[src/common/rvseed_pkg.sv]
package rvseed_pkg;

    // **************************************************
    // datapath widths.
    // **************************************************
    localparam int XLEN           = 64;
    localparam int REG_ADDR_WIDTH = 5;

    // major opcodes of the supported subset.
    localparam logic [6:0] OPC_OP     = 7'b0110011;
    localparam logic [6:0] OPC_OP_IMM = 7'b0010011;
    localparam logic [6:0] OPC_LOAD   = 7'b0000011;
    localparam logic [6:0] OPC_STORE  = 7'b0100011;

    // funct3 and funct7 values used by decode.
    localparam logic [2:0] F3_ADD   = 3'b000;
    localparam logic [2:0] F3_XOR   = 3'b100;
    localparam logic [2:0] F3_OR    = 3'b110;
    localparam logic [2:0] F3_AND   = 3'b111;
    localparam logic [2:0] F3_DWORD = 3'b011;
    localparam logic [6:0] F7_BASE  = 7'b0000000;
    localparam logic [6:0] F7_SUB   = 7'b0100000;

    // ALU operation codes.
    localparam logic [2:0] ALU_ADD = 3'd0;
    localparam logic [2:0] ALU_SUB = 3'd1;
    localparam logic [2:0] ALU_AND = 3'd2;
    localparam logic [2:0] ALU_OR  = 3'd3;
    localparam logic [2:0] ALU_XOR = 3'd4;

    // **************************************************
    // one instruction word, three encodings.
    // **************************************************
    typedef union packed {
        struct packed {
            logic [6:0] funct7;
            logic [4:0] rs2;
            logic [4:0] rs1;
            logic [2:0] funct3;
            logic [4:0] rd;
            logic [6:0] opcode;
        } r_fmt;
        struct packed {
            logic [11:0] imm12;
            logic [4:0]  rs1;
            logic [2:0]  funct3;
            logic [4:0]  rd;
            logic [6:0]  opcode;
        } i_fmt;
        struct packed {
            logic [6:0] imm_hi;
            logic [4:0] rs2;
            logic [4:0] rs1;
            logic [2:0] funct3;
            logic [4:0] imm_lo;
            logic [6:0] opcode;
        } s_fmt;
    } instr_u;

    // sign-extend a 12-bit immediate to the full register width.
    function automatic logic [XLEN-1:0] sext12(input logic [11:0] imm);
        return {{(XLEN-12){imm[11]}}, imm};
    endfunction

endpackage

[src/id_stall.sv]
`timescale 1ns/1ps

module id_stall import rvseed_pkg::*; (
    input  logic                      instr_valid,
    input  logic [REG_ADDR_WIDTH-1:0] rs1_addr,
    input  logic [REG_ADDR_WIDTH-1:0] rs2_addr,
    input  logic                      uses_rs2,
    input  logic [REG_ADDR_WIDTH-1:0] ex_rd,
    input  logic                      ex_wen,
    input  logic                      ex_load,
    input  logic [REG_ADDR_WIDTH-1:0] mem_rd,
    input  logic                      mem_wen,
    input  logic                      mem_load,
    output logic                      stall,
    output logic                      fwd_a,
    output logic                      fwd_b
);

    logic ex_hit_a;
    logic ex_hit_b;
    logic mem_hit_a;
    logic mem_hit_b;
    logic stall_a;
    logic stall_b;

    always_comb begin
        // an ALU result or a load still in EX is not ready for decode.
        ex_hit_a  = (ex_wen || ex_load) && ex_rd != '0 && rs1_addr == ex_rd;
        ex_hit_b  = (ex_wen || ex_load) && ex_rd != '0 && rs2_addr == ex_rd && uses_rs2;
        mem_hit_a = mem_wen && mem_rd != '0 && rs1_addr == mem_rd;
        mem_hit_b = mem_wen && mem_rd != '0 && rs2_addr == mem_rd && uses_rs2;

        // load data in MEM is one cycle short of forwardable.
        stall_a = ex_hit_a || (mem_hit_a && mem_load);
        stall_b = ex_hit_b || (mem_hit_b && mem_load);
        stall   = instr_valid && (stall_a || stall_b);

        // the younger producer in EX takes priority over MEM.
        fwd_a = mem_hit_a && !mem_load && !ex_hit_a;
        fwd_b = mem_hit_b && !mem_load && !ex_hit_b;
    end

endmodule

[config.mk]
export PLATFORM = sky130hd
export DESIGN_NAME = id_stall
export DESIGN_NICKNAME = d
export VERILOG_FILES = /design/src/common/rvseed_pkg.sv /design/src/id_stall.sv
export SDC_FILE = /design/constraint.sdc
export NUM_CORES = 1
export LEC_CHECK = 0
export ABC_CLOCK_PERIOD_IN_PS = 1600
export BUFFER_PORTS_ARGS = -buffer_cell sky130_fd_sc_hd__buf_2
export CELL_PAD_IN_SITES_DETAIL_PLACEMENT = 1
export CELL_PAD_IN_SITES_GLOBAL_PLACEMENT = 2
export CORE_MARGIN = 3
export CORE_UTILIZATION = 18
export DETAILED_ROUTE_END_ITERATION = 16
export GPL_TIMING_DRIVEN = 0
export PLACE_DENSITY = 0.9
export SYNTH_ARGS = -nofsm -noshare
export SYNTH_HDL_FRONTEND = slang
export SYNTH_SLANG_ARGS = --single-unit
[constraint.sdc]
create_clock -name vclk -period 1.6
set_input_delay 0.16 -clock vclk [all_inputs]
set_output_delay 0.16 -clock vclk [all_outputs]
set_load 0.02 [all_outputs]
==> run metrics <==
Core Rows=14; Seq/Total Area, Yosys=0%; antenna diode count=0; top-count cell post-synth=xor2_1; gr usage total=10.8%; setup tns final=-0.0143 ns; Setup crit start=ex_rd[1]; adder and majority gate portion of the synthesized area=0%; routing usage on met3=0%; crit path launch type=primary input; layout cells sized above 1=54.2%; run status=finished with violations; DRT Pass-1 Iters=2; syn_nets=66; Synth Cell Area=309 µm²; WL final=1230 µm; crit share post-route=101%; Routed Antenna Nets=0; final count of negative-setup-slack endpoints=1; Initial Util=19.8%; xor and xnor area share after synthesis=56.7%; Routed WL per cell=14.0 µm; failing checks=negative setup slack; GR Overflow Total=0; die height=47.4 µm; first-pass GRT wire length=1800 µm; critical path type=in -> out; Critical Path End=fwd_b; Unique masters post-synth=16; Synth Area per Inst=7.73 µm²; Hold-fix buffers, CTS=0; P&R area growth vs syn=83.4%; Final Hold Viols=0; largest family of logic cells by synthesized area=XOR/XNOR gates; worst vdd ir=71.9 µV; Die X=47.4 µm; worst min-delay path class=in -> out; met2 Track Usage GR=20.1%; antenna violations before repair=0; Iteration-0 DRC Markers=1; fraction of the mapped netlist area in simple logic gates=24.7%; worst-margin pin slew=0.438 ns; vias per inst=4.82; met1 capacity usage during global routing=14.7%; largest net degree at the start of global routing=5; pwr dens=248 nW/µm²; multiplexer share of the synthesized area=0%; drt drc=0; Ports=29; top post-synthesis cells by area=xor2_1 34%, xnor2_1 23%, a41oi_2 5.3%, or4_1 4.9%, a31oi_1 4.0%; DIE AREA=2250 µm²; CP required=1.44 ns; RSZ-0062 raised after global routing=yes; Leak=0.248 nW; top cell type's share of synthesized area=34.0%; Via Count=424; relative slew slack=70.6%; Final Slew Violations=0; MaxCap Viol Count=0; Final Util=36.4%; WP data arrival=1.45 ns; most frequent cells after synthesis=12 x xor2_1, 8 x xnor2_1; final worst slack=-0.0143 ns; post-synthesis compound-gate area fraction=18.6%; Inst Count DP=85; vias in the first global route=438; Top Usage Layer GRT=met2; synth warn=0; final non-filler cell total=88; CLK BUF=0; CP Max Fanout=3; Placer Congestion=0.733; final net count=100; Tmin final=1.61 ns; footprint of the multi-input gates=338 µm²; fmax=619 MHz; cells after synthesis=40; port buffer count=29; critical path capture point type=output port; sequential cells=0; Core Region=1560 µm²; Synth area leader=xor2_1; storage element area=0 µm²; Fillers=204
==> worst min-delay path by stage <==
stage / from / end / slack [ns] / cells past startpoint
6_report: instr_valid / stall / 0.68 / 4
5_1_grt: instr_valid / stall / 0.73 / 4
4_1_cts: instr_valid / stall / 0.69 / 4
3_5_place_dp: instr_valid / stall / 0.69 / 4
3_3_place_gp: instr_valid / stall / 0.68 / 4
2_1_floorplan: instr_valid / stall / 0.50 / 2
==> layer usage <==
metal  part of all wire, %  vias to the layer above
met1                    41                      198
li1                      -                      216
met5                     0                        -
met3                   3.8                        0
met2                    55                       10
met4                     0                        0
==> layout make-up <==
cell class         instances  share of cell area, %
multi-input cells         40                   59.6
well taps                 16                   3.53
repair buffers            32                   36.9
==> stage by stage <==
step                setup slack [ns]  power (mW)  hold WS [ns]  cell area (µm²)
floorplan                     0.0811      0.0562         0.503              309
global placement              -0.174       0.115         0.681              474
detailed placement            -0.189       0.117         0.685              474
CTS                          -0.0405       0.139         0.688              558
global route                 -0.0706       0.155         0.728              567
finish                       -0.0143       0.141         0.684              567
==> worst max-delay path, stage by stage <==
cell     delay (ns)
buf_8          0.10
or4_4          0.54
o22a_4         0.22
a41oi_2        0.11
and4_1         0.21
buf_6          0.12
==> what timing repair did <==
| item | 4_1_cts | 5_1_grt |
|---|---|---|
| pin swaps | 7 | 6 |
| buffers inserted | 3 | 0 |
| setup endpoints to repair | 3 | 3 |
| gates resized for setup | 18 | 2 |
==> cell families (layout without fill, tap and decap cells) <==
kind of cell / count (synthesis) / count (layout)
simple gates: 13 / 13
xor+xnor: 20 / 20
compound gates: 7 / 7
buf+inv: 0 / 32
==> power breakdown <==
part           switching [mW]  internal [mW]
sequential                  0              0
combinational          0.0653         0.0754
clock                       0              0
==> cell usage in the layout (no fill, tap or decap) <==
cell type	netlist	final
o32ai_1	1	1
xnor2_1	8	8
a31oi_1	2	2
and2_1	1	1
o22a_4	0	1
or2_4	0	1
or4_1	2	1
or4_4	0	1
nor4_1	2	1
nor4_2	0	1
xor2_1	12	12
a21oi_1	1	1
buf_6	0	5
buf_2	0	23
o21ai_2	0	1
nand2_1	2	2
nor3_2	0	1
buf_8	0	1
buf_4	0	3
nor3_1	2	1
and4_1	1	1
a41oi_2	1	1
nand3_1	2	2
No activity file was read; power rests on OpenSTA's default activity.
