### src/common/rvseed_pkg.sv
package rvseed_pkg;

    // **************************************************
    // datapath widths.
    // **************************************************
    localparam int XLEN           = 64;
    localparam int REG_ADDR_WIDTH = 5;

    // major opcodes of the supported subset.
    localparam logic [6:0] OPC_OP     = 7'b0110011;
    localparam logic [6:0] OPC_OP_IMM = 7'b0010011;
    localparam logic [6:0] OPC_LOAD   = 7'b0000011;
    localparam logic [6:0] OPC_STORE  = 7'b0100011;

    // funct3 and funct7 values used by decode.
    localparam logic [2:0] F3_ADD   = 3'b000;
    localparam logic [2:0] F3_XOR   = 3'b100;
    localparam logic [2:0] F3_OR    = 3'b110;
    localparam logic [2:0] F3_AND   = 3'b111;
    localparam logic [2:0] F3_DWORD = 3'b011;
    localparam logic [6:0] F7_BASE  = 7'b0000000;
    localparam logic [6:0] F7_SUB   = 7'b0100000;

    // ALU operation codes.
    localparam logic [2:0] ALU_ADD = 3'd0;
    localparam logic [2:0] ALU_SUB = 3'd1;
    localparam logic [2:0] ALU_AND = 3'd2;
    localparam logic [2:0] ALU_OR  = 3'd3;
    localparam logic [2:0] ALU_XOR = 3'd4;

    // **************************************************
    // one instruction word, three encodings.
    // **************************************************
    typedef union packed {
        struct packed {
            logic [6:0] funct7;
            logic [4:0] rs2;
            logic [4:0] rs1;
            logic [2:0] funct3;
            logic [4:0] rd;
            logic [6:0] opcode;
        } r_fmt;
        struct packed {
            logic [11:0] imm12;
            logic [4:0]  rs1;
            logic [2:0]  funct3;
            logic [4:0]  rd;
            logic [6:0]  opcode;
        } i_fmt;
        struct packed {
            logic [6:0] imm_hi;
            logic [4:0] rs2;
            logic [4:0] rs1;
            logic [2:0] funct3;
            logic [4:0] imm_lo;
            logic [6:0] opcode;
        } s_fmt;
    } instr_u;

    // sign-extend a 12-bit immediate to the full register width.
    function automatic logic [XLEN-1:0] sext12(input logic [11:0] imm);
        return {{(XLEN-12){imm[11]}}, imm};
    endfunction

endpackage

### src/execute/ex_stage.sv
`timescale 1ns/1ps

module ex_stage import rvseed_pkg::*; (
    input  logic                      clk,
    input  logic                      rst_n,
    input  logic                      ex_valid_in,
    input  logic [2:0]                ex_alu_op,
    input  logic [XLEN-1:0]           ex_op_a,
    input  logic [XLEN-1:0]           ex_op_b,
    input  logic [XLEN-1:0]           ex_store_data,
    input  logic [REG_ADDR_WIDTH-1:0] ex_rd_in,
    input  logic                      ex_wen_in,
    input  logic                      ex_load_in,
    input  logic                      ex_store_in,
    output logic [REG_ADDR_WIDTH-1:0] ex_rd,
    output logic                      ex_wen,
    output logic                      ex_load,
    output logic                      mem_valid_in,
    output logic [XLEN-1:0]           mem_result_in,
    output logic [XLEN-1:0]           mem_store_data,
    output logic                      mem_store_in,
    output logic [REG_ADDR_WIDTH-1:0] mem_rd_in,
    output logic                      mem_wen_in,
    output logic                      mem_load_in
);

    logic [XLEN-1:0] alu_result;

    // destination of the instruction now in EX, seen by the hazard unit.
    assign ex_rd   = ex_rd_in;
    assign ex_wen  = ex_valid_in && ex_wen_in;
    assign ex_load = ex_valid_in && ex_load_in;

    // LD and SD arrive as ALU_ADD with the offset in op_b.
    always_comb begin
        case (ex_alu_op)
            ALU_SUB: alu_result = ex_op_a - ex_op_b;
            ALU_AND: alu_result = ex_op_a & ex_op_b;
            ALU_OR:  alu_result = ex_op_a | ex_op_b;
            ALU_XOR: alu_result = ex_op_a ^ ex_op_b;
            default: alu_result = ex_op_a + ex_op_b;
        endcase
    end

    // **************************************************
    // EX/MEM register.
    // **************************************************
    always_ff @(posedge clk or negedge rst_n) begin
        if (!rst_n) begin
            mem_valid_in <= 1'b0;
            mem_wen_in   <= 1'b0;
            mem_load_in  <= 1'b0;
            mem_store_in <= 1'b0;
        end else begin
            mem_valid_in <= ex_valid_in;
            mem_wen_in   <= ex_valid_in && ex_wen_in;
            mem_load_in  <= ex_valid_in && ex_load_in;
            mem_store_in <= ex_valid_in && ex_store_in;
        end
    end

    always_ff @(posedge clk) begin
        mem_result_in  <= alu_result;
        mem_store_data <= ex_store_data;
        mem_rd_in      <= ex_rd_in;
    end

endmodule

### config.mk
export PLATFORM = sky130hd
export DESIGN_NAME = ex_stage
export DESIGN_NICKNAME = d
export VERILOG_FILES = /design/src/common/rvseed_pkg.sv /design/src/execute/ex_stage.sv
export SDC_FILE = /design/constraint.sdc
export NUM_CORES = 1
export LEC_CHECK = 0
export BUFFER_PORTS_ARGS = -buffer_cell sky130_fd_sc_hd__buf_4
export CAP_MARGIN = 5
export CORE_UTILIZATION = 35
export DETAILED_ROUTE_END_ITERATION = 10
export HOLD_SLACK_MARGIN = 0.06
export PLACE_DENSITY_LB_ADDON = 0.3
export SYNTH_ARGS = -nofsm -noshare
export SYNTH_HDL_FRONTEND = slang
export SYNTH_SLANG_ARGS = --single-unit
### constraint.sdc
create_clock -name clk -period 0.8 [get_ports clk]
set_input_delay 0.04 -clock clk [delete_from_list [all_inputs] [get_ports clk]]
set_output_delay 0.04 -clock clk [all_outputs]
set_load 0.05 [all_outputs]
==> results.py <==
metrics = {
    "run_status": {
        "status": "complete, but fails checks",
        "violations": "negative hold slack, negative setup slack",
    },
    "clock_network": {
        "clkSlewWorstSetupHoldPaths_ns": 0.08,
        "cts.sinks": 137,
        "htreeDepth": 4,
        "cts_tree": "done",
        "cts_buffer_depth": 2,
        "cts-root-buf": "clkbuf_16",
        "cts-buffers-inserted": 17,
    },
    "floorplanning": {
        "floorplan.initialDensity": 0.356,
        "rows": 66,
        "die_w_um": 184,
        "die_area_mm2": 0.0339,
        "boundaryPins": 350,
        "fp.dieH_um": 184,
        "coreArea_mm2": 0.0325,
    },
    "power": {
        "peakVddDrop_v": 0.00168,
        "clockPowerShare": 0.238,
        "p_sw_frac": 0.408,
        "p_seq_frac": 0.229,
        "leakage_uw": 0.0109,
        "p_int_uw": 22900,
        "power.density_mw_per_mm2": 1730,
        "p_sw_uw": 15800,
        "pwr-share-comb": 0.533,
    },
    "setup_path": {
        "cp_slowest_stage_delay_ns": 0.54,
        "arrival_ns": 4.38,
        "path_depth": 19,
        "crit_family": "simple AND/OR/NAND/NOR gates",
        "cp-start-kind": "input pin",
        "crit_slowest_cell": "or4_4",
        "worst_setup_path_end_kind": "flop",
        "cp.buffers_inverters": 1,
        "cp_cell_sequence": "buf_8, nor4_4, nand2_1, or4_4, or2_4, or3_4, o41ai_4, xnor2_1, ha_1, nand2_4, or4_4, nor4_4, nor3b_4, a2111oi_4, nor3_2, nor3_2, o31a_1, xor2_1, o21ai_1",
        "cp_max_fo": 4,
        "path_class": "in2reg",
        "crit_required_ns": 1.13,
    },
    "placed_design": {
        "routabilityCongestion": 0.964,
        "dp_cells": 2640,
        "place_area_mm2": 0.0182,
        "io_buffers": 349,
        "dp_hpwl_um": 37400,
    },
    "logic_synthesis": {
        "synth-seq-cells": 137,
        "synth_area_mm2": 0.0116,
        "synth-main-ff-cell": "dfxtp_1",
        "synthCells": 1437,
        "synth_cell_types": 89,
        "syn_area_per_cell_um2": 8.07,
        "ys_seq_area_frac": 0.238,
        "yosysWarnings": 0,
        "synth_nets": 1836,
        "synthArstFlopShare": 0.0292,
        "synth_edf_count": 0,
    },
    "timing": {
        "slew_headroom": 0.594,
        "rsz0062_at_grt": "true",
        "hold_slack_ns": -0.169,
        "fin_tns_setup_ns": -181.50,
        "fmaxAchievable_ghz": 0.247,
        "drv_slew": 0,
        "period_share": 5.07,
        "finalWorstSetupSlack_ns": -3.25,
        "setup_violations": 202,
        "hold_violations": 2,
        "worst_pin_slew_ns": 0.602,
        "min_period_ns": 4.05,
    },
    "detailed_routing": {
        "first_pass_iters": 5,
        "drt_iter0_drc": 796,
        "ant_nets": 0,
        "vias": 14600,
        "viasPerCell": 5.22,
        "wl_per_cell_um": 19.4,
        "drc": 0,
        "drt_wl_total_um": 54000,
    },
    "grt": {
        "grt_overflow": 0,
        "grt_pass1_vias": 15000,
        "grt_usage": 0.302,
        "grt_pass1_wl_um": 79000,
        "grt_max_degree": 49,
        "antenna_found_initial": 0,
    },
    "run": {
        "cap_violations": 0,
    },
    "finish": {
        "area_growth_pct": 93.6,
        "antenna_cells": 0,
        "final_core_util": 0.690,
        "fin_nets": 2735,
        "postLayoutCellArea_mm2": 0.0224,
        "fin_cells": 2791,
        "drive_above_1_share": 0.529,
        "layout_commonest_cell": "buf_4",
        "final_cell_mix": "buf_4, ha_1, a21oi_1, inv_1, dfxtp_2",
    },
    "min_path": {
        "hold_path_class": "in2reg",
        "min_path_cells": 2,
    },
}
-- cells by family after synthesis --
logic type	share of synthesized area
buffers and inverters	0.0801
adder cells (fa/ha/maj)	0.209
AO/OA/AOI/OAI	0.243
multiplexers	0.00615
XOR/XNOR	0.0914
flip-flops	0.238
AND/OR/NAND/NOR	0.132
-- final cells by class --
class,instances,area [um^2]
inverters,148,561
flip-flops and latches,137,2930
multi-input cells,1082,9100
clock buffers,17,425
fillers,2423,10100
repair buffers,950,8650
well taps,442,553
clock inverters,15,218
-- power groups by stage --
stage | Combinational, uW | Clock (uW) | Sequential [uW]
after floorplan | 5820 | 0 | 11800
after global placement | 16400 | 0 | 8430
after detailed placement | 16600 | 0 | 8420
after CTS | 19300 | 9280 | 8800
after global routing | 21800 | 9560 | 8940
final | 20700 | 9210 | 8880
-- final timing paths --
path                       startpoint                         to  slack (ns)
setup / recovery           ex_op_b[3]  mem_result_in[59]$_DFF_P_       -3.25
hold / removal             ex_load_in      mem_load_in$_DFF_PN0_       -0.17
max in group asynchronous       rst_n       mem_wen_in$_DFF_PN0_        0.12
min in group asynchronous       rst_n      mem_load_in$_DFF_PN0_        0.50
-- cells in the mapped netlist (all sizes together) (4+ instances only) --
master | number | area (um^2)
ha | 192 | 2400
a21oi | 175 | 876
inv | 148 | 556
dfxtp | 133 | 2660
nor2 | 124 | 468
xnor2 | 89 | 780
o21ai | 74 | 370
nand2 | 69 | 269
clkbuf | 47 | 198
a211oi | 39 | 293
xor2 | 32 | 280
o22ai | 28 | 181
nand4 | 26 | 163
a21o | 25 | 190
a31oi | 21 | 153
buf | 21 | 155
nand3 | 17 | 85.1
o31ai | 17 | 151
nor3 | 16 | 85.1
o21bai | 14 | 105
nor4 | 11 | 93.8
o21a | 10 | 75.1
and2 | 9 | 57.6
and3 | 8 | 51.3
nand2b | 8 | 52.6
mux2i | 6 | 60.1
o221ai | 6 | 52.6
o41ai | 6 | 60.1
a21boi | 5 | 37.5
or4 | 5 | 46.3
a41oi | 4 | 35.0
dfrtp | 4 | 100
o211ai | 4 | 30.0
or3 | 4 | 25.0
-- per-layer routing --
layer | track usage | up-vias | routed length, um | share of wire
li1 | - | 6854 | - | -
met1 | 0.336 | 6899 | 20900 | 0.39
met2 | 0.555 | 659 | 27100 | 0.50
met3 | 0.0507 | 167 | 3380 | 0.063
met4 | 0.144 | 0 | 2660 | 0.049
met5 | 0 | - | 0 | 0
-- registers in the layout, summed over array words and instances (netlist names) --
| name | cells |
|---|---|
| mem_result_in | 64 |
| mem_store_data | 64 |
| mem_rd_in | 5 |
| mem_load_in | 1 |
| mem_store_in | 1 |
| mem_valid_in | 1 |
| mem_wen_in | 1 |
-- timing repair --
action                                 CTS  global route
resized for setup                      530           134
buffers inserted                        35            23
endpoints found under the hold margin   84             5
setup endpoints to repair              201           203
cloned                                   1             2
pin swaps                               88            95
hold buffers                            73             1
-- per-stage QoR --
step	power, uW	setup slack (ns)
after global routing	40300	-3.38
final	38700	-3.25
after CTS	37400	-3.22
after floorplan	17700	-3.39
after global placement	24800	-3.74
after detailed placement	25000	-3.86
(Power assumes the default switching activity.)
