**config.mk**
```make
export PLATFORM = sky130hd
export DESIGN_NAME = mem_stage
export DESIGN_NICKNAME = d
export VERILOG_FILES = /design/src/common/rvseed_pkg.sv /design/src/mem_stage.sv
export SDC_FILE = /design/constraint.sdc
export NUM_CORES = 1
export LEC_CHECK = 0
export BUFFER_PORTS_ARGS = -buffer_cell sky130_fd_sc_hd__buf_4
export CORE_MARGIN = 2
export CORE_UTILIZATION = 35
export DETAILED_ROUTE_END_ITERATION = 10
export PLACE_DENSITY_LB_ADDON = 0.3
export SLEW_MARGIN = 10
export SYNTH_ARGS = -nofsm -noshare
export SYNTH_HDL_FRONTEND = slang
export SYNTH_SLANG_ARGS = --single-unit
```
**constraint.sdc**
```tcl
create_clock -name clk -period 1.8 [get_ports clk]
set_clock_uncertainty 0.15 [all_clocks]
set_input_delay 0.09 -clock clk [delete_from_list [all_inputs] [get_ports clk]]
set_output_delay 0.09 -clock clk [all_outputs]
set_load 0.005 [all_outputs]
```
**src/common/rvseed_pkg.sv**
```systemverilog
package rvseed_pkg;

    // **************************************************
    // datapath widths.
    // **************************************************
    localparam int XLEN           = 64;
    localparam int REG_ADDR_WIDTH = 5;

    // major opcodes of the supported subset.
    localparam logic [6:0] OPC_OP     = 7'b0110011;
    localparam logic [6:0] OPC_OP_IMM = 7'b0010011;
    localparam logic [6:0] OPC_LOAD   = 7'b0000011;
    localparam logic [6:0] OPC_STORE  = 7'b0100011;

    // funct3 and funct7 values used by decode.
    localparam logic [2:0] F3_ADD   = 3'b000;
    localparam logic [2:0] F3_XOR   = 3'b100;
    localparam logic [2:0] F3_OR    = 3'b110;
    localparam logic [2:0] F3_AND   = 3'b111;
    localparam logic [2:0] F3_DWORD = 3'b011;
    localparam logic [6:0] F7_BASE  = 7'b0000000;
    localparam logic [6:0] F7_SUB   = 7'b0100000;

    // ALU operation codes.
    localparam logic [2:0] ALU_ADD = 3'd0;
    localparam logic [2:0] ALU_SUB = 3'd1;
    localparam logic [2:0] ALU_AND = 3'd2;
    localparam logic [2:0] ALU_OR  = 3'd3;
    localparam logic [2:0] ALU_XOR = 3'd4;

    // **************************************************
    // one instruction word, three encodings.
    // **************************************************
    typedef union packed {
        struct packed {
            logic [6:0] funct7;
            logic [4:0] rs2;
            logic [4:0] rs1;
            logic [2:0] funct3;
            logic [4:0] rd;
            logic [6:0] opcode;
        } r_fmt;
        struct packed {
            logic [11:0] imm12;
            logic [4:0]  rs1;
            logic [2:0]  funct3;
            logic [4:0]  rd;
            logic [6:0]  opcode;
        } i_fmt;
        struct packed {
            logic [6:0] imm_hi;
            logic [4:0] rs2;
            logic [4:0] rs1;
            logic [2:0] funct3;
            logic [4:0] imm_lo;
            logic [6:0] opcode;
        } s_fmt;
    } instr_u;

    // sign-extend a 12-bit immediate to the full register width.
    function automatic logic [XLEN-1:0] sext12(input logic [11:0] imm);
        return {{(XLEN-12){imm[11]}}, imm};
    endfunction

endpackage

```
**src/mem_stage.sv**
```systemverilog
`timescale 1ns/1ps

module mem_stage import rvseed_pkg::*; #(
    parameter int DMEM_DEPTH = 16
) (
    input  logic                      clk,
    input  logic                      rst_n,
    input  logic                      mem_valid_in,
    input  logic [XLEN-1:0]           mem_result_in,
    input  logic [XLEN-1:0]           mem_store_data,
    input  logic                      mem_store_in,
    input  logic [REG_ADDR_WIDTH-1:0] mem_rd_in,
    input  logic                      mem_wen_in,
    input  logic                      mem_load_in,
    output logic [REG_ADDR_WIDTH-1:0] mem_rd,
    output logic                      mem_wen,
    output logic                      mem_load,
    output logic [XLEN-1:0]           mem_result,
    output logic                      wb_valid,
    output logic [REG_ADDR_WIDTH-1:0] wb_addr,
    output logic [XLEN-1:0]           wb_data
);

    localparam int ADDR_W = $clog2(DMEM_DEPTH);

    logic [XLEN-1:0]   dmem [DMEM_DEPTH];
    logic [ADDR_W-1:0] idx;

    // doubleword index, the byte offset is ignored.
    assign idx = mem_result_in[3 +: ADDR_W];

    // state of the instruction in MEM, for hazards and forwarding.
    assign mem_rd     = mem_rd_in;
    assign mem_wen    = mem_valid_in && mem_wen_in;
    assign mem_load   = mem_valid_in && mem_load_in;
    assign mem_result = mem_result_in;

    always_ff @(posedge clk or negedge rst_n) begin
        if (!rst_n) begin
            for (int i = 0; i < DMEM_DEPTH; i++) begin
                dmem[i] <= '0;
            end
        end else if (mem_valid_in && mem_store_in) begin
            dmem[idx] <= mem_store_data;
        end
    end

    // **************************************************
    // MEM/WB register.
    // **************************************************
    always_ff @(posedge clk or negedge rst_n) begin
        if (!rst_n)
            wb_valid <= 1'b0;
        else
            wb_valid <= mem_valid_in && mem_wen_in;
    end

    always_ff @(posedge clk) begin
        wb_addr <= mem_rd_in;
        wb_data <= mem_load_in ? dmem[idx] : mem_result_in;
    end

    a_load_xor_store: assert property (@(posedge clk) disable iff (!rst_n)
        mem_valid_in |-> !(mem_load_in && mem_store_in));

endmodule

```
==> flow_summary.yaml <==
outcome:
  status: "completed"
clock_tree:
  cts_setup_buffers: 0
  clock_path_buffers: 3
  cts_tree: "built"
  clk_pin_slew_ns: 0.06
  cts_inserted_buffers: 121
  root_buffer: "clkbuf_16"
  clkLatencyLatePin_ns: 0.74
  clock_sinks: 1094
  htreeDepth: 3
pwr:
  power-per-cell-area_nw_per_um2: 1080
  comb_power_share_pct: 16.2
  p_seq_share_pct: 47.3
  switching_share_pct: 25.3
  power.leakage_nw: 27.9
  pwr-share-clk_pct: 36.4
  p_switching_mw: 16.8
  internal_power_mw: 49.7
  ir_worst_vdd_v: 0.000811
timing:
  grt_setup_unrepaired: "no"
  worst_slew_pin_slew_ns: 0.703
  max-slew-margin-rel_pct: 53.1
  drv_slew: 0
  period_minus_slack_ns: 1.73
  hold_viol: 0
  setup_viol: 0
  min_period_over_period_pct: 96.1
  fmax_mhz: 578
  finalWorstSetupSlack_ns: 0.0695
detailed_routing:
  postRouteAntennaNets: 0
  drt-total-wl_mm: 136
  wl_met2_mm: 66.0
  vias_per_cell: 5.12
  drt-met1-wl_mm: 62.6
  dr.pass1.iters: 5
  drt_iter0_drc: 1786
  topRoutingLayerUsed: "met5"
  vias: 30800
  drt-wirelength-per-cell_um: 22.7
  route.detailed.drc: 0
  met3_length_mm: 4.90
grt:
  grt_pass1_vias: 32400
  grt_max_degree: 93
  grt_pass1_wl_mm: 208
  antenna_found_initial: 8
  track_usage_pct: 19.2
  gr-total-overflow: 0
worst_setup_path:
  rr_startpoint: "dmem[772]$_DFFE_PN0P_"
  path_max_fanout: 2
  worst_ep_required_time_ns: 2.29
  slowest_stage: "dlygate4sd3_1"
  crit_type: "flip-flop to flip-flop"
  cp_slowest_stage_delay_ns: 0.56
  cp-start-kind: "flip-flop"
  critical_path_arrival_ns: 2.22
  timing.rr.end: "wb_data[4]$_DFF_P_"
  crit_chain: "mux2i_1 > o22ai_1 > nor2_1 > a31oi_1 > dlygate4sd3_1"
  crit_path_end_kind: "flip-flop"
  reg2regPathDepth: 5
  timing.reg2reg.setup_slack_ns: 0.07
yosys:
  ys_ff_latch: 1094
  yosysUniqueCellTypes: 33
  synth_top_area_cell: "dfrtp_1"
  synthTopCellsByArea: "dfrtp_1, mux2_2, mux2i_1, mux4_2, dfxtp_1"
  netlist_area_um2: 48900
  syn_nets: 3580
  ys.warnings.count: 0
  synth_cells: 3441
  avgSynthCellArea_um2: 14.2
  seq_area_frac_synth_pct: 55.2
  synth.top_cell.area_share_pct: 52.4
min_path:
  min_path_cells: 4
  hold_path_class: "input port to flip-flop"
  whs_endpoint: "wb_data[30]$_DFF_P_"
  holdCritStartpoint: "mem_load_in"
finish:
  layout.area.seq_um2: 27000
  areaGrowthSynthToFinish_pct: 25.4
  fin_nets: 4165
  drive_above_1_share_pct: 44.6
  fillerInstances: 12700
  final_cell_mix: "dfrtp_1, mux2_2, buf_4, mux2i_1, dlygate4sd3_1"
  mostFrequentLayoutCell: "dfrtp_1"
  finish.instance_area_um2: 61300
  multi_input_area_um2: 19900
floorplanning:
  fp.dieArea_um2: 143000
  die_x_um: 378
  start_util_pct: 35.2
  core_um2: 139000
  fp-row-count: 137
  ios: 280
  die_h_um: 378
job:
  max-cap-violations: 0
place:
  port_buffers: 279
  dpl-instance-area_um2: 54800
  gp_congestion: 0.754
  dpl.hpwl_mm: 85.1
  place_ws_ns: -0.403
critical path: cells and delay by family, from the launching register on:
family / cells / cell delay, ns
AOI/OAI and AO/OA: 2 / 0.20
buffers and inverters: 1 / 0.56
DFF: 1 / 0.37
muxes: 1 / 0.14
and+or+nand+nor: 1 / 0.20
synthesized netlist by cell type:
cell type / n
a211oi_1: 1
a221oi_1: 29
a22oi_1: 4
a2bb2oi_1: 32
a31oi_1: 64
and2_1: 3
and3_1: 1
buf_1: 8
buf_2: 75
buf_4: 130
buf_6: 24
clkbuf_1: 123
clkbuf_2: 1
dfrtp_1: 1025
dfxtp_1: 69
mux2_1: 14
mux2_2: 1010
mux2i_1: 379
mux4_2: 67
nand2_1: 37
nand2b_1: 3
nand3_1: 35
nand3_2: 2
nand3b_1: 3
nor2_1: 127
nor2_2: 9
nor2b_1: 4
nor3_4: 3
o21ai_0: 29
o22ai_1: 125
o32ai_1: 1
or3_1: 1
or3b_2: 3
metal layers:
metal	global-route usage, %	up-vias
met5	0	-
met4	4.57	8
met3	2.85	181
met2	32.0	525
met1	26.4	16400
li1	-	13700
per-stage QoR:
step | cells | power (mW) | hold slack [ns] | utilization, % | setup TNS [ns]
after CTS | 6007 | 67.2 | 0.000943 | 44.1 | 0
after floorplan | 3441 | 38.4 | -0.356 | - | 0
after detailed placement | 5519 | 42.3 | -0.170 | 39.4 | -90.14
after global routing | 6010 | 69.7 | 0.00883 | 44.1 | 0
after global placement | 5519 | 41.9 | -0.164 | 39.4 | -85.16
final | 6011 | 66.4 | 0.0204 | 44.1 | 0
final cells by class:
cell class                      count  area share, %
Antenna cell                        4         0.0163
Clock buffer                      207           5.92
Clock inverter                     21          0.381
Multi-Input combinational cell   1986           32.4
Sequential cell                  1094           44.1
Tap cell                         1876           3.83
Timing Repair Buffer              823           13.4
power groups by stage:
| stage | combinational (mW) | sequential (mW) | clock [mW] |
|---|---|---|---|
| final | 10.8 | 31.5 | 24.2 |
| after global routing | 11.8 | 32.1 | 25.8 |
| after CTS | 10.9 | 31.5 | 24.9 |
| after detailed placement | 10.4 | 31.9 | 0 |
| after global placement | 10.1 | 31.8 | 0 |
| after floorplan | 7.19 | 31.2 | 0 |
repair_timing:
item | 4_1_cts | 5_1_grt
hold buffers | 260 | 1
pin swaps | 0 | 2
endpoints found under the setup margin | 2 | 162
resized for setup | 2 | 5
endpoints found under the hold margin | 2119 | 1
sequential cells by signal, indices dropped and copies added, names as in the netlist:
signal / cells
wb_valid: 1
wb_data: 64
dmem: 1024
wb_addr: 5
cell families (layout without fill, tap and decap cells):
family                 after synthesis  after routing  share of synthesized area [%]
muxes                             1470           1470                           34.4
and+or+nand+nor                    231            231                           2.12
AOI/OAI and AO/OA                  285            285                           3.90
other                                0              4                              0
DFF                               1094           1094                           55.2
buffers and inverters              361           1051                           4.33
how the worst max path moves through the flow:
| stage | startpoint | to | slack (ns) |
|---|---|---|---|
| after global placement | mem_result_in[3] | wb_data[61]$_DFF_P_ | -0.39 |
| after CTS | mem_result_in[5] | mem_result[5] | 0.001 |
| after global routing | dmem[900]$_DFFE_PN0P_ | wb_data[4]$_DFF_P_ | 0.001 |
| after floorplan | mem_result_in[4] | dmem[100]$_DFFE_PN0P_ | 0.08 |
| after detailed placement | mem_result_in[3] | wb_data[61]$_DFF_P_ | -0.40 |
| final | dmem[772]$_DFFE_PN0P_ | wb_data[4]$_DFF_P_ | 0.07 |
(Power assumes the default switching activity.)
