--- src/common/rvseed_pkg.sv ---
package rvseed_pkg;

    // **************************************************
    // datapath widths.
    // **************************************************
    localparam int XLEN           = 64;
    localparam int REG_ADDR_WIDTH = 5;

    // major opcodes of the supported subset.
    localparam logic [6:0] OPC_OP     = 7'b0110011;
    localparam logic [6:0] OPC_OP_IMM = 7'b0010011;
    localparam logic [6:0] OPC_LOAD   = 7'b0000011;
    localparam logic [6:0] OPC_STORE  = 7'b0100011;

    // funct3 and funct7 values used by decode.
    localparam logic [2:0] F3_ADD   = 3'b000;
    localparam logic [2:0] F3_XOR   = 3'b100;
    localparam logic [2:0] F3_OR    = 3'b110;
    localparam logic [2:0] F3_AND   = 3'b111;
    localparam logic [2:0] F3_DWORD = 3'b011;
    localparam logic [6:0] F7_BASE  = 7'b0000000;
    localparam logic [6:0] F7_SUB   = 7'b0100000;

    // ALU operation codes.
    localparam logic [2:0] ALU_ADD = 3'd0;
    localparam logic [2:0] ALU_SUB = 3'd1;
    localparam logic [2:0] ALU_AND = 3'd2;
    localparam logic [2:0] ALU_OR  = 3'd3;
    localparam logic [2:0] ALU_XOR = 3'd4;

    // **************************************************
    // one instruction word, three encodings.
    // **************************************************
    typedef union packed {
        struct packed {
            logic [6:0] funct7;
            logic [4:0] rs2;
            logic [4:0] rs1;
            logic [2:0] funct3;
            logic [4:0] rd;
            logic [6:0] opcode;
        } r_fmt;
        struct packed {
            logic [11:0] imm12;
            logic [4:0]  rs1;
            logic [2:0]  funct3;
            logic [4:0]  rd;
            logic [6:0]  opcode;
        } i_fmt;
        struct packed {
            logic [6:0] imm_hi;
            logic [4:0] rs2;
            logic [4:0] rs1;
            logic [2:0] funct3;
            logic [4:0] imm_lo;
            logic [6:0] opcode;
        } s_fmt;
    } instr_u;

    // sign-extend a 12-bit immediate to the full register width.
    function automatic logic [XLEN-1:0] sext12(input logic [11:0] imm);
        return {{(XLEN-12){imm[11]}}, imm};
    endfunction

endpackage

--- src/id_decode.sv ---
`timescale 1ns/1ps

module id_decode import rvseed_pkg::*; (
    input  logic                      clk,
    input  logic                      rst_n,
    input  logic                      instr_valid,
    input  logic [31:0]               instr,
    input  logic                      stall,
    input  logic                      fwd_a,
    input  logic                      fwd_b,
    input  logic [XLEN-1:0]           mem_result,
    output logic [REG_ADDR_WIDTH-1:0] rs1_addr,
    output logic [REG_ADDR_WIDTH-1:0] rs2_addr,
    output logic                      uses_rs2,
    input  logic [XLEN-1:0]           rs1_data,
    input  logic [XLEN-1:0]           rs2_data,
    output logic                      ex_valid_in,
    output logic [2:0]                ex_alu_op,
    output logic [XLEN-1:0]           ex_op_a,
    output logic [XLEN-1:0]           ex_op_b,
    output logic [XLEN-1:0]           ex_store_data,
    output logic [REG_ADDR_WIDTH-1:0] ex_rd_in,
    output logic                      ex_wen_in,
    output logic                      ex_load_in,
    output logic                      ex_store_in
);

    instr_u          iw;
    logic            accept;
    logic [2:0]      dec_alu_op;
    logic            dec_wen;
    logic            dec_load;
    logic            dec_store;
    logic            use_imm;
    logic [XLEN-1:0] imm;
    logic [XLEN-1:0] src_a;
    logic [XLEN-1:0] src_b;

    assign iw       = instr;
    assign accept   = instr_valid && !stall;
    assign rs1_addr = iw.r_fmt.rs1;
    assign rs2_addr = iw.r_fmt.rs2;
    assign uses_rs2 = iw.r_fmt.opcode == OPC_OP || iw.r_fmt.opcode == OPC_STORE;

    // **************************************************
    // instruction decode.
    // **************************************************
    always_comb begin
        dec_alu_op = ALU_ADD;
        dec_wen    = 1'b0;
        dec_load   = 1'b0;
        dec_store  = 1'b0;
        use_imm    = 1'b1;
        imm        = sext12(iw.i_fmt.imm12);
        case (iw.r_fmt.opcode)
            OPC_OP: begin
                use_imm = 1'b0;
                if (iw.r_fmt.funct7 == F7_BASE) begin
                    dec_wen = 1'b1;
                    case (iw.r_fmt.funct3)
                        F3_ADD:  dec_alu_op = ALU_ADD;
                        F3_XOR:  dec_alu_op = ALU_XOR;
                        F3_OR:   dec_alu_op = ALU_OR;
                        F3_AND:  dec_alu_op = ALU_AND;
                        default: dec_wen = 1'b0;
                    endcase
                end else if (iw.r_fmt.funct7 == F7_SUB && iw.r_fmt.funct3 == F3_ADD) begin
                    dec_wen    = 1'b1;
                    dec_alu_op = ALU_SUB;
                end
            end
            OPC_OP_IMM: dec_wen = iw.i_fmt.funct3 == F3_ADD;
            OPC_LOAD:   dec_load = iw.i_fmt.funct3 == F3_DWORD;
            OPC_STORE: begin
                dec_store = iw.s_fmt.funct3 == F3_DWORD;
                imm       = sext12({iw.s_fmt.imm_hi, iw.s_fmt.imm_lo});
            end
            default: ;
        endcase
        // a result aimed at x0 is dropped here, so it never reaches writeback.
        if (iw.r_fmt.rd == '0) begin
            dec_wen  = 1'b0;
            dec_load = 1'b0;
        end
    end

    // operands, with the ALU result in MEM forwarded when selected.
    assign src_a = fwd_a ? mem_result : rs1_data;
    assign src_b = fwd_b ? mem_result : rs2_data;

    // **************************************************
    // ID/EX register.
    // **************************************************
    always_ff @(posedge clk or negedge rst_n) begin
        if (!rst_n) begin
            ex_valid_in <= 1'b0;
            ex_wen_in   <= 1'b0;
            ex_load_in  <= 1'b0;
            ex_store_in <= 1'b0;
        end else begin
            // a bubble enters whenever nothing is accepted.
            ex_valid_in <= accept;
            ex_wen_in   <= accept && (dec_wen || dec_load);
            ex_load_in  <= accept && dec_load;
            ex_store_in <= accept && dec_store;
        end
    end

    always_ff @(posedge clk) begin
        if (accept) begin
            ex_alu_op     <= dec_alu_op;
            ex_op_a       <= src_a;
            ex_op_b       <= use_imm ? imm : src_b;
            ex_store_data <= src_b;
            ex_rd_in      <= iw.r_fmt.rd;
        end
    end

endmodule

--- config.mk ---
export PLATFORM = sky130hd
export DESIGN_NAME = id_decode
export DESIGN_NICKNAME = d
export VERILOG_FILES = /design/src/common/rvseed_pkg.sv /design/src/id_decode.sv
export SDC_FILE = /design/constraint.sdc
export NUM_CORES = 1
export LEC_CHECK = 0
export BUFFER_PORTS_ARGS = -buffer_cell sky130_fd_sc_hd__buf_2
export CORE_UTILIZATION = 30
export DETAILED_ROUTE_END_ITERATION = 12
export SETUP_SLACK_MARGIN = 0.5
export SYNTH_ARGS = -nofsm -noshare
export SYNTH_HDL_FRONTEND = slang
export SYNTH_SLANG_ARGS = --single-unit
--- constraint.sdc ---
create_clock -name clk -period 0.8 [get_ports clk]
set_clock_uncertainty 0.05 [all_clocks]
set_input_delay 0.04 -clock clk [delete_from_list [all_inputs] [get_ports clk]]
set_output_delay 0.04 -clock clk [all_outputs]
set_load 0.01 [all_outputs]
==> out/qor.log, run 1 <==
[cts] count of hold buffers inserted by post-cts repair 1
[hold_path] hold-critical path endpoint ex_rd_in[1]$_DFFE_PP_
[sta] normalized max-slew margin 58.28%
[synth] top cells by area, synth edfxtp_1 (69%), mux2_2 (17%), nor3_1 (3.1%)
[synth] number of enable flip-flop cells after synthesis 200
[synth] number of synthesized register bits 204
[placement] HPWL Detailed 19.69 mm
[setup_path] Largest delay share family, worst path flip-flops
[synth] asr flop ratio synth 1.961%
[flow_run] Max-Cap Viols 0
[layout] non-filler instance count after layout 1542
[sta] worst hold-check slack -0.3146 ns
[setup_path] crit path cell chain buf_2
[power] Static Leakage 7.369 nW
[power] worst IR drop on VDD 1.131 mV
[floorplanning] Die Y-Extent 172.2 um
[floorplanning] core area 28160 sq um
[route] via/cell ratio 4.634
[cts] CTS clock-pin slew for the worst setup and hold paths 0.06 ns
[layout] Layout fillers 2150
[sta] part of the cycle the worst path needs 153.9%
[placement] # port buffers 434
[setup_path] class of the most critical setup path flip-flop to output pin
[outcome] failing checks hold timing, setup timing
[global_route] first-pass GRT wire length 44.94 mm
[cts] Num Clock Sinks 204
[synth] yosys warns 0
[placement] number of cells in the design after placement 1393
[setup_path] worst stage delay on the critical path 0.45 ns
[placement] routability cong. 0.7417
[synth] Synth area leader edfxtp_1
[layout] Area growth syn-to-layout 92.21%
[route] Detailed Route Iter0 Violations 352
[floorplanning] total die area 29640 sq um
[cts] CTS HTree Levels 1
[route] First-pass DRT Iterations 4
[placement] worst slack after detailed placement -0.6717 ns
[setup_path] kind of capture point of the worst setup path output pin
[setup_path] buffering stage count on the worst path with inverters included 1
[synth] netlist area before placement 8687 sq um
[layout] antenna fix cells 0
[sta] count of endpoints failing hold in the final timing report 204
[setup_path] crit-path max FO 1
[hold_path] number of cells on the worst hold path 1
[sta] Max Fclk 0.8124 GHz
[setup_path] required time worst endpoint 0.71 ns
[layout] share of layout cells above drive strength 1 79.38%
[cts] clock tree from TritonCTS built
[synth] number of unique standard cell types used by synthesis 35
[sta] setup tns final -77.28 ns
[sta] number of max-slew violations in the final report 0
[floorplanning] Horiz. Die Dim 172.2 um
[cts] Max Root-Sink Buffers 3
[sta] Final setup viols 273
[global_route] global-route congestion overflow total 0
[synth] proportion of netlist area held by the largest area contributor 69.13%
[synth] Post-Synthesis Cells 535
[route] total routed wirelength 32.83 mm
[sta] unrepaired setup endpoints after global routing yes
[sta] smallest setup slack after layout -0.4309 ns
[synth] most used flip-flop cell after synthesis edfxtp_1
[sta] Least-Margin Pin Slew 0.6258 ns
[setup_path] Slowest-stage cell, CP edfxtp_1
[route] final routed wire length divided by cell count 21.29 um
[floorplanning] number of rows created at floorplan 61
[layout] net count reported at finish 1378
[power] pwr dens 1694 nW/um^2
[global_route] largest net degree at the start of global routing 33
[floorplanning] number of top-level pins 445
[global_route] overall track demand over capacity in global routing 21.03%
[setup_path] sort of element at the start of the critical path flip-flop
[global_route] vias in the first global route 7175
[synth] Avg Cell Area, Syn 16.24 sq um
[hold_path] startpoint of the most critical hold path instr[8]
[sta] Period minus WS final 1.231 ns
[route] number of nets still failing antenna checks after routing 0
[setup_path] critical path data arrival time 1.14 ns
[hold_path] classification of the worst-slack hold path primary input to flip-flop
[outcome] run status finished, violations left
[power] total power 0.02829 W
[synth] proportion of synthesized chip area in sequential cells 70.29%
[global_route] initial antenna violation count 0
[cts] number of buffers created by CTS 23
[synth] Syn Nets 765
[cts] cell at the root of the clock tree clkbuf_16
[floorplanning] starting utilization of the core area 30.85%
[route] Remaining DRCs 0
[route] via count of the routed design 7145
==> timing repair <==
item | CTS | global route
cloned | 37 | 2
setup endpoints to repair | 609 | 609
gates resized for setup | 193 | 166
pin swaps | 37 | 18
setup buffers | 43 | 25
hold endpoints to repair | 205 | 205
==> power by group <==
group	leakage [nW]	switching (W)	internal, W	total (W)
Sequential	1.93	0.000211	0.0126	0.0128
Clock	0.329	0.00421	0.00527	0.00948
Combinational	5.11	0.00261	0.00335	0.00597
==> flip-flops by register name (all words and copies together) (netlist names) <==
| name | cells |
|---|---|
| ex_alu_op | 3 |
| ex_load_in | 1 |
| ex_op_a | 64 |
| ex_op_b | 64 |
| ex_rd_in | 5 |
| ex_store_data | 64 |
| ex_store_in | 1 |
| ex_valid_in | 1 |
| ex_wen_in | 1 |
==> worst max path at each step <==
| stage | from | end | slack, ns | depth (start not counted) |
|---|---|---|---|---|
| floorplan | instr_valid | ex_load_in$_DFF_PN0_ | -3.20 | 3 |
| global placement | instr[3] | ex_op_b[12]$_DFFE_PP_ | -0.64 | 5 |
| detailed placement | instr[3] | ex_op_b[63]$_DFFE_PP_ | -0.67 | 5 |
| CTS | ex_store_data[63]$_DFFE_PP_ | ex_store_data[63] | -0.47 | 1 |
| global route | ex_store_data[63]$_DFFE_PP_ | ex_store_data[63] | -0.46 | 1 |
| finish | ex_store_data[63]$_DFFE_PP_ | ex_store_data[63] | -0.43 | 1 |
==> Yosys cell counts (2+ instances only) <==
library cell	n
edfxtp_1	200
a21oi_1	2
buf_6	6
mux2i_1	5
nor2b_1	2
clkbuf_1	12
buf_2	13
mux2_2	134
nor3_1	54
nand3b_1	2
nor2_1	55
nor4_1	2
buf_4	11
o21ai_0	7
nand2_1	6
nand4_1	2
dfrtp_1	4
==> placed cells by master, fill, tap and decap left out, types with 2 or more instances in the layout <==
| cell | n |
|---|---|
| buf_16 | 44 |
| dfrtp_1 | 4 |
| nor3_2 | 20 |
| nor2_1 | 5 |
| nor2_2 | 7 |
| nand4_1 | 2 |
| nand2_4 | 4 |
| o21ai_1 | 2 |
| nor3_4 | 34 |
| buf_2 | 394 |
| buf_8 | 26 |
| nor2b_4 | 2 |
| o21ai_2 | 3 |
| clkinv_2 | 7 |
| nor2_4 | 44 |
| buf_4 | 36 |
| clkbuf_16 | 26 |
| clkbuf_1 | 5 |
| nand3b_1 | 2 |
| mux2i_1 | 5 |
| mux2_4 | 134 |
| clkinv_1 | 5 |
| nor4_4 | 2 |
| buf_6 | 89 |
| edfxtp_1 | 200 |
| buf_12 | 37 |
| nand2_2 | 2 |
==> final cells by class <==
type                    count  area, sq um  share of cell area, %
well taps                 378        473.0                  2.833
inverters                   1        6.256                0.03747
multi-input cells         288         3784                  22.66
flip-flops and latches    204         6106                  36.57
clock buffers              28        594.3                  3.559
clock inverters            13        62.56                 0.3747
repair buffers            630         5672                  33.97
==> metal layers <==
layer | track usage (%) | vias to the layer above | share of wire [%]
met5 | 0 | - | 0
met4 | 5.541 | 0 | 2.2
met3 | 4.646 | 43 | 7.0
met2 | 38.57 | 322 | 53
met1 | 24.57 | 3493 | 38
li1 | - | 3287 | -
==> cells by family after synthesis <==
kind of cell / Yosys count / share of synthesized area (%)
buf+inv: 43 / 3.039
compound gates: 11 / 0.7345
mux: 139 / 17.95
simple gates: 138 / 7.994
flops: 204 / 70.29
==> metrics by stage <==
step           instance area, sq um  util, %  hold slack [ns]
6_report                      16700    59.29          -0.3146
5_1_grt                       16700    59.29          -0.3147
4_1_cts                       15660    55.59          -0.3678
3_5_place_dp                  12790    45.43          -0.2008
3_3_place_gp                  12790    45.43          -0.2022
2_1_floorplan                  9834        -          -0.3056
Power figures use the tool's default switching activity.
==> run 2, diff against run 1 <==
Settings changed: ABC_AREA set to 1.
==> run 2 against run 1 <==
The flow still finishes with violations (hold timing, setup timing). Final area down 1.1%. Flip-flop and latch count unchanged. Synthesized cell count rose by 33%. Clock power up 8%. Via count is 9.4% higher. Die area decreased by 0.14%. Global-route usage decreased by 0.91 points. Critical path depth stayed put. Setup slack improved by 0.028 ns. Final cell count rose by 9.5%. Critical path type unchanged. Critical endpoint is now ex_rd_in[1].
==> out/qor.log, run 2 <==
[sta] unrepaired setup endpoints after global routing yes [unchanged]
[setup_path] worst stage delay on the critical path 0.44 ns [was 0.45 ns]
[global_route] global-route congestion overflow total 0 [unchanged]
[cts] CTS clock-pin slew for the worst setup and hold paths 0.06 ns [about the same]
[route] Remaining DRCs 0 [unchanged]
[layout] Design Area, Final 16510 sq um [was 16700 sq um]
[setup_path] class of the most critical setup path flip-flop to output pin [unchanged]
[synth] Post-Synthesis Cells 710 [was 535]
[floorplanning] Die Y-Extent 172.0 um [was 172.2 um]
[synth] netlist area before placement 8675 sq um [was 8687 sq um]
[setup_path] crit path cell chain buf_2 [unchanged]
[setup_path] sort of element at the start of the critical path flip-flop [unchanged]
[setup_path] buffering stage count on the worst path with inverters included 1 [unchanged]
[power] pwr dens 1736 nW/um^2 [was 1694 nW/um^2]
[route] number of nets still failing antenna checks after routing 0 [unchanged]
[floorplanning] total die area 29600 sq um [was 29640 sq um]
[cts] number of buffers created by CTS 23 [unchanged]
[synth] proportion of synthesized chip area in sequential cells 70.39% [was 70.29%]
[global_route] initial antenna violation count 3 [was 0]
[synth] most used flip-flop cell after synthesis edfxtp_1 [unchanged]
[synth] Synth area leader edfxtp_1 [unchanged]
[layout] net count reported at finish 1524 [was 1378]
[sta] number of max-slew violations in the final report 0 [unchanged]
[power] worst IR drop on VDD 1.217 mV [was 1.131 mV]
[power] total power 0.02866 W [was 0.02829 W]
[floorplanning] number of top-level pins 445 [unchanged]
[synth] proportion of netlist area held by the largest area contributor 69.23% [was 69.13%]
[placement] HPWL Detailed 20.97 mm [was 19.69 mm]
[synth] number of synthesized register bits 204 [unchanged]
[synth] top cells by area, synth edfxtp_1 (69%), nand2_1 (14%), mux2_2 (8.3%) [was edfxtp_1 (69%), mux2_2 (17%), nor3_1 (3.1%)]
[outcome] run status finished, violations left [unchanged]
[sta] smallest setup slack after layout -0.4034 ns [was -0.4309 ns]
[sta] Max Fclk 0.8310 GHz [was 0.8124 GHz]
[layout] registers with the highest flip-flop counts ex_op_a (64), ex_op_b (64), ex_store_data (64) [unchanged]
[route] final routed wire length divided by cell count 20.88 um [was 21.29 um]
[setup_path] kind of capture point of the worst setup path output pin [unchanged]
[synth] library cell with the highest instance count after synthesis nand2_1 [was edfxtp_1]
[layout] Area growth syn-to-layout 90.31% [was 92.21%]
[setup_path] required time worst endpoint 0.71 ns [about the same]
[cts] Num Clock Sinks 204 [unchanged]
[synth] asr flop ratio synth 1.961% [unchanged]
[setup_path] Largest delay share family, worst path flip-flops [unchanged]
[global_route] first-pass GRT wire length 43.70 mm [was 44.94 mm]
[route] via/cell ratio 4.629 [was 4.634]
[floorplanning] starting utilization of the core area 30.88% [was 30.85%]
[global_route] vias in the first global route 7510 [was 7175]
[floorplanning] number of rows created at floorplan 61 [unchanged]
[global_route] overall track demand over capacity in global routing 20.13% [was 21.03%]
[placement] routability cong. 0.8368 [was 0.7417]
[floorplanning] core area 28090 sq um [was 28160 sq um]
[setup_path] crit-path max FO 1 [unchanged]
[sta] Least-Margin Pin Slew 0.2611 ns [was 0.6258 ns]
[layout] Layout fillers 2256 [was 2150]
[power] Static Leakage 7.647 nW [was 7.369 nW]
[layout] leading cell type in the layout, fill and taps excluded buf_2 [unchanged]
[route] Detailed Route Iter0 Violations 412 [was 352]
[sta] worst hold-check slack -0.2857 ns [was -0.3146 ns]
[cts] Max Root-Sink Buffers 3 [unchanged]
[sta] part of the cycle the worst path needs 150.4% [was 153.9%]
[route] via count of the routed design 7819 [was 7145]
[layout] share of layout cells above drive strength 1 71.96% [was 79.38%]
[sta] normalized max-slew margin 82.53% [was 58.28%]
[setup_path] Slowest-stage cell, CP edfxtp_1 [unchanged]
[synth] Syn Nets 940 [was 765]
[cts] clock tree from TritonCTS built [unchanged]
[sta] Final setup viols 238 [was 273]
[sta] count of endpoints failing hold in the final timing report 207 [was 204]
[cts] count of hold buffers inserted by post-cts repair 1 [unchanged]
[synth] yosys warns 0 [unchanged]
[synth] Avg Cell Area, Syn 12.22 sq um [was 16.24 sq um]
[sta] Period minus WS final 1.203 ns [was 1.231 ns]
[cts] cell at the root of the clock tree clkbuf_16 [unchanged]
[setup_path] critical path data arrival time 1.11 ns [was 1.14 ns]
[global_route] largest net degree at the start of global routing 33 [unchanged]
[route] First-pass DRT Iterations 5 [was 4]
[placement] Placed Instance Area 12230 sq um [was 12790 sq um]
[outcome] failing checks hold timing, setup timing [unchanged]
[placement] # port buffers 434 [unchanged]
[cts] CTS HTree Levels 1 [unchanged]
[synth] number of enable flip-flop cells after synthesis 200 [unchanged]
[synth] commonest cells in the synthesized netlist nand2_1 (321), edfxtp_1 (200), mux2_2 (64) [was edfxtp_1 (200), mux2_2 (134), nor2_1 (55)]
[synth] number of unique standard cell types used by synthesis 22 [was 35]
[flow_run] Max-Cap Viols 0 [unchanged]
[route] total routed wirelength 35.26 mm [was 32.83 mm]
[hold_path] classification of the worst-slack hold path primary input to flip-flop [unchanged]
[layout] commonest non-fill, non-tap cells in the layout buf_2 (408), edfxtp_1 (200), nand2_1 (115) [was buf_2 (394), edfxtp_1 (200), mux2_4 (134)]
[floorplanning] Horiz. Die Dim 172.0 um [was 172.2 um]
-- run 2: cell types whose count changed after synthesis, sizes merged, moves of 5 or more --
cell    delta
mux2i      -5
mux2      -70
nor2      -32
nand2    +319
clkbuf     -6
nand3      +7
buf        +7
inv       +20
nor3      -54
-- run 2: cells by family after synthesis --
family / count (synthesis) / share of synthesized area [%]
buf+inv: 64 / 3.952
flops: 204 / 70.39
simple gates: 360 / 16.13
mux: 64 / 8.308
compound gates: 18 / 1.226
-- run 2: layer usage --
metal	vias to the layer above	share of wire (%)	global-route usage [%]
met2	385	53	38.69
met3	62	7.2	4.440
li1	3593	-	-
met5	-	0.037	0
met1	3777	37	22.05
met4	2	2.2	5.194
-- run 2: final timing paths --
check / start / depth (start not counted) / end / slack (ns)
min: instr[7] / 1 / ex_rd_in[0]$_DFFE_PP_ / -0.29
max: ex_rd_in[1]$_DFFE_PP_ / 1 / ex_rd_in[1] / -0.40
min in group asynchronous: rst_n / 2 / ex_store_in$_DFF_PN0_ / -0.20
max in group asynchronous: rst_n / 2 / ex_wen_in$_DFF_PN0_ / 0.78
-- run 2: cell type report --
type,instances,area [sq um],area share (%)
multi-input cells,442,3677,22.28
clock inverters,13,116.4,0.7049
diodes,2,5.005,0.03032
flip-flops and latches,204,6106,36.99
well taps,378,473.0,2.865
inverters,21,146.4,0.8868
clock buffers,27,590.6,3.577
repair buffers,601,5364,32.49
repair inverters,1,30.03,0.1819
-- run 2: stage by stage --
| step | worst slack [ns] | util (%) | hold slack (ns) | setup TNS, ns | std cells |
|---|---|---|---|---|---|
| after floorplan | -2.947 | - | -0.3056 | -568.24 | 710 |
| final | -0.4034 | 58.78 | -0.2857 | -63.35 | 1689 |
| after detailed placement | -0.4461 | 43.55 | -0.2016 | -122.00 | 1545 |
| after global routing | -0.4408 | 58.76 | -0.2967 | -72.56 | 1687 |
| after global placement | -0.4209 | 43.55 | -0.2030 | -118.20 | 1545 |
| after CTS | -0.4529 | 51.96 | -0.3048 | -67.54 | 1645 |
-- run 2: timing repair --
action,CTS,global route
buffers inserted,31,19
hold endpoints to repair,207,207
gates cloned,28,23
pin swaps,40,38
resized for setup,177,311
setup endpoints to repair,609,609
-- run 2: report_power, final --
part / total [W] / internal, W / leakage (nW) / switching (W)
clock network: 0.0102 / 0.00590 / 0.347 / 0.00427
logic: 0.00565 / 0.00291 / 5.38 / 0.00274
registers: 0.0128 / 0.0126 / 1.92 / 0.000211
total: 0.0287 / 0.0214 / 7.65 / 0.00722
==> run 3, diff against run 2 <==
Settings changed: CORE_AREA set to 2 2 172 174, CORE_UTILIZATION 30 to not set, DIE_AREA set to 0 0 174 176.
==> run 3 against run 2 <==
The flow still finishes with violations (hold timing, setup timing). Hold slack lost 0.021 ns. Non-clock buffer count rose by 12. Global-route usage is 0.32 points lower. Sequential power barely moved. Sequential share of layout area grew 0.090 points. Clock-buffer cell count is 2 lower. Flip-flop and latch count did not move. Final area decreased by 0.24%. Critical path depth did not move.
==> out/qor.log, run 3 (same netlist as run 2, synthesis figures left out) <==
[route] top metal layer carrying routed signals met5 [unchanged]
[placement] routability cong. 0.8696 [was 0.8368]
[cts] Num Clock Sinks 204 [unchanged]
[power] sequential fraction of design power 43.6% [was 44.8%]
[cts] CTS HTree Levels 1 [unchanged]
[route] routed length on met3 2.861 mm [was 2.533 mm]
[sta] Max Fclk 0.8524 GHz [was 0.8310 GHz]
[setup_path] Slowest-stage cell, CP edfxtp_1 [unchanged]
[outcome] failing checks hold timing, setup timing [unchanged]
[setup_path] class of the most critical setup path flip-flop to output pin [unchanged]
[floorplanning] starting utilization of the core area 30.39% [was 30.88%]
[cts] cell at the root of the clock tree clkbuf_16 [unchanged]
[outcome] run status finished, violations left [unchanged]
[cts] number of buffers created by CTS 23 [unchanged]
[placement] worst slack after detailed placement -0.4579 ns [was -0.4461 ns]
[placement] # port buffers 434 [unchanged]
[setup_path] critical path data arrival time 1.08 ns [was 1.11 ns]
[floorplanning] total die area 30620 sq um [was 29600 sq um]
[layout] Area growth syn-to-layout 89.85% [was 90.31%]
[power] worst IR drop on VDD 1.746 mV [was 1.217 mV]
[layout] Layout fillers 2327 [was 2256]
[floorplanning] number of top-level pins 445 [unchanged]
[cts] Max Root-Sink Buffers 3 [unchanged]
[setup_path] buffering stage count on the worst path with inverters included 1 [unchanged]
[layout] net count reported at finish 1535 [was 1524]
[layout] share of layout cells above drive strength 1 71.52% [was 71.96%]
[global_route] vias in the first global route 7611 [was 7510]
[power] pwr dens 1788 nW/um^2 [was 1736 nW/um^2]
[sta] Period minus WS final 1.173 ns [was 1.203 ns]
[sta] smallest setup slack after layout -0.3731 ns [was -0.4034 ns]
[global_route] overall track demand over capacity in global routing 19.81% [was 20.13%]
[setup_path] sort of element at the start of the critical path flip-flop [unchanged]
[layout] area of the multi-input gates 3538 sq um [was 3677 sq um]
[route] total routed wirelength 36.10 mm [was 35.26 mm]
[layout] Util after Layout 57.69% [was 58.78%]
[setup_path] crit path cell chain buf_2 [unchanged]
[route] Detailed Route Iter0 Violations 585 [was 412]
[setup_path] Largest delay share family, worst path flip-flops [unchanged]
[sta] number of max-slew violations in the final report 0 [unchanged]
[route] via count of the routed design 7894 [was 7819]
[power] Static Leakage 7.488 nW [was 7.647 nW]
[setup_path] required time worst endpoint 0.71 ns [about the same]
[placement] number of cells in the design after placement 1555 [was 1545]
[layout] commonest non-fill, non-tap cells in the layout buf_2 (409), edfxtp_1 (200), nand2_2 (122) [was buf_2 (408), edfxtp_1 (200), nand2_1 (115)]
[sta] worst hold-check slack -0.3071 ns [was -0.2857 ns]
[layout] leading cell type in the layout, fill and taps excluded buf_2 [unchanged]
[power] net switching fraction of the power 24.17% [was 25.20%]
[floorplanning] Die Y-Extent 176 um [was 172.0 um]
[sta] count of endpoints failing hold in the final timing report 203 [was 207]
[sta] part of the cycle the worst path needs 146.6% [was 150.4%]
[route] final routed wire length divided by cell count 21.17 um [was 20.88 um]
[cts] clock tree from TritonCTS built [unchanged]
[global_route] first-pass GRT wire length 45.71 mm [was 43.70 mm]
[global_route] largest net degree at the start of global routing 38 [was 33]
[global_route] global-route congestion overflow total 0 [unchanged]
[floorplanning] number of rows created at floorplan 62 [was 61]
[route] First-pass DRT Iterations 5 [unchanged]
[setup_path] WP depth 1 [unchanged]
[route] Routed met1 length 13.51 mm [was 13.20 mm]
[route] DR WL met2 18.90 mm [was 18.74 mm]
[route] number of nets still failing antenna checks after routing 0 [unchanged]
[power] portion of total power attributed to the clock network 37.3% [was 35.5%]
[cts] CTS clock-pin slew for the worst setup and hold paths 0.06 ns [about the same]
[floorplanning] core area 28550 sq um [was 28090 sq um]
[setup_path] kind of capture point of the worst setup path output pin [unchanged]
[sta] Final setup viols 258 [was 238]
[power] switching power 0.007116 W [was 0.007225 W]
[layout] area occupied by registers 6106 sq um [unchanged]
[global_route] initial antenna violation count 2 [was 3]
[floorplanning] Horiz. Die Dim 174 um [was 172.0 um]
[power] combinational cell fraction of total power 19.1% [was 19.7%]
[hold_path] classification of the worst-slack hold path primary input to flip-flop [unchanged]
[setup_path] crit-path max FO 1 [unchanged]
[route] via/cell ratio 4.630 [was 4.629]
[layout] registers with the highest flip-flop counts ex_op_a (64), ex_op_b (64), ex_store_data (64) [unchanged]
[cts] count of hold buffers inserted by post-cts repair 1 [unchanged]
[hold_path] number of cells on the worst hold path 1 [unchanged]
[layout] non-filler instance count after layout 1705 [was 1689]
[setup_path] worst stage delay on the critical path 0.42 ns [was 0.44 ns]
[flow_run] Max-Cap Viols 0 [unchanged]
[power] total internal power 0.02233 W [was 0.02144 W]
[sta] Least-Margin Pin Slew 0.2308 ns [was 0.2611 ns]
[sta] normalized max-slew margin 84.57% [was 82.53%]
[route] Remaining DRCs 0 [unchanged]
[placement] HPWL Detailed 21.27 mm [was 20.97 mm]
[sta] unrepaired setup endpoints after global routing yes [unchanged]
-- run 3: cell count changes in the layout (fill, tap and decap cells not counted), sizes merged --
cell	before	now
bufinv	2	5
clkinvlp	1	0
clkinv	11	12
diode	2	1
clkbuf	43	41
inv	21	19
buf	584	596
-- run 3: metrics by stage --
stage                     area [sq um]  TNS [ns]  total power, W
after floorplan                   9321   -568.24         0.01491
after global placement           12240   -123.53         0.01682
after detailed placement         12240   -127.49         0.01688
after CTS                        14630    -66.42         0.02860
after global routing             16470    -73.07         0.03038
final                            16470    -63.52         0.02945
-- run 3: timing repair --
item / CTS / global route
endpoints found under the setup margin: 608 / 609
pin swaps: 23 / 85
endpoints found under the hold margin: 206 / 199
gates cloned: 27 / 21
buffers inserted: 37 / 23
gates resized for setup: 159 / 295
-- run 3: path summary, 6_finish.rpt --
path	startpoint	endpoint	slack, ns
worst min-delay path	instr[9]	ex_rd_in[2]$_DFFE_PP_	-0.31
max in group asynchronous	rst_n	ex_load_in$_DFF_PN0_	0.72
worst max-delay path	ex_op_b[49]$_DFFE_PP_	ex_op_b[49]	-0.37
min in group asynchronous	rst_n	ex_store_in$_DFF_PN0_	-0.16
-- run 3: power by group through the flow --
stage | clock [W] | sequential, W | combinational, W
floorplan | 0 | 0.0135 | 0.00142
global placement | 0 | 0.0130 | 0.00380
detailed placement | 0 | 0.0130 | 0.00384
CTS | 0.0112 | 0.0128 | 0.00459
global route | 0.0116 | 0.0129 | 0.00594
finish | 0.0110 | 0.0128 | 0.00562
-- run 3: routing by layer --
metal  vias up  track usage (%)
li1       3627                -
met2       406            36.32
met1      3805            22.99
met4         2            5.252
met3        54            5.103
met5         -                0
-- run 3: cell type report --
class / instances / share of cell area [%]
Multi-Input combinational cell: 442 / 21.49
Inverter: 21 / 0.9345
Antenna cell: 1 / 0.01520
Tap cell: 384 / 2.917
Clock inverter: 15 / 1.170
Sequential cell: 204 / 37.08
Clock buffer: 25 / 3.540
Timing Repair Buffer: 613 / 32.86
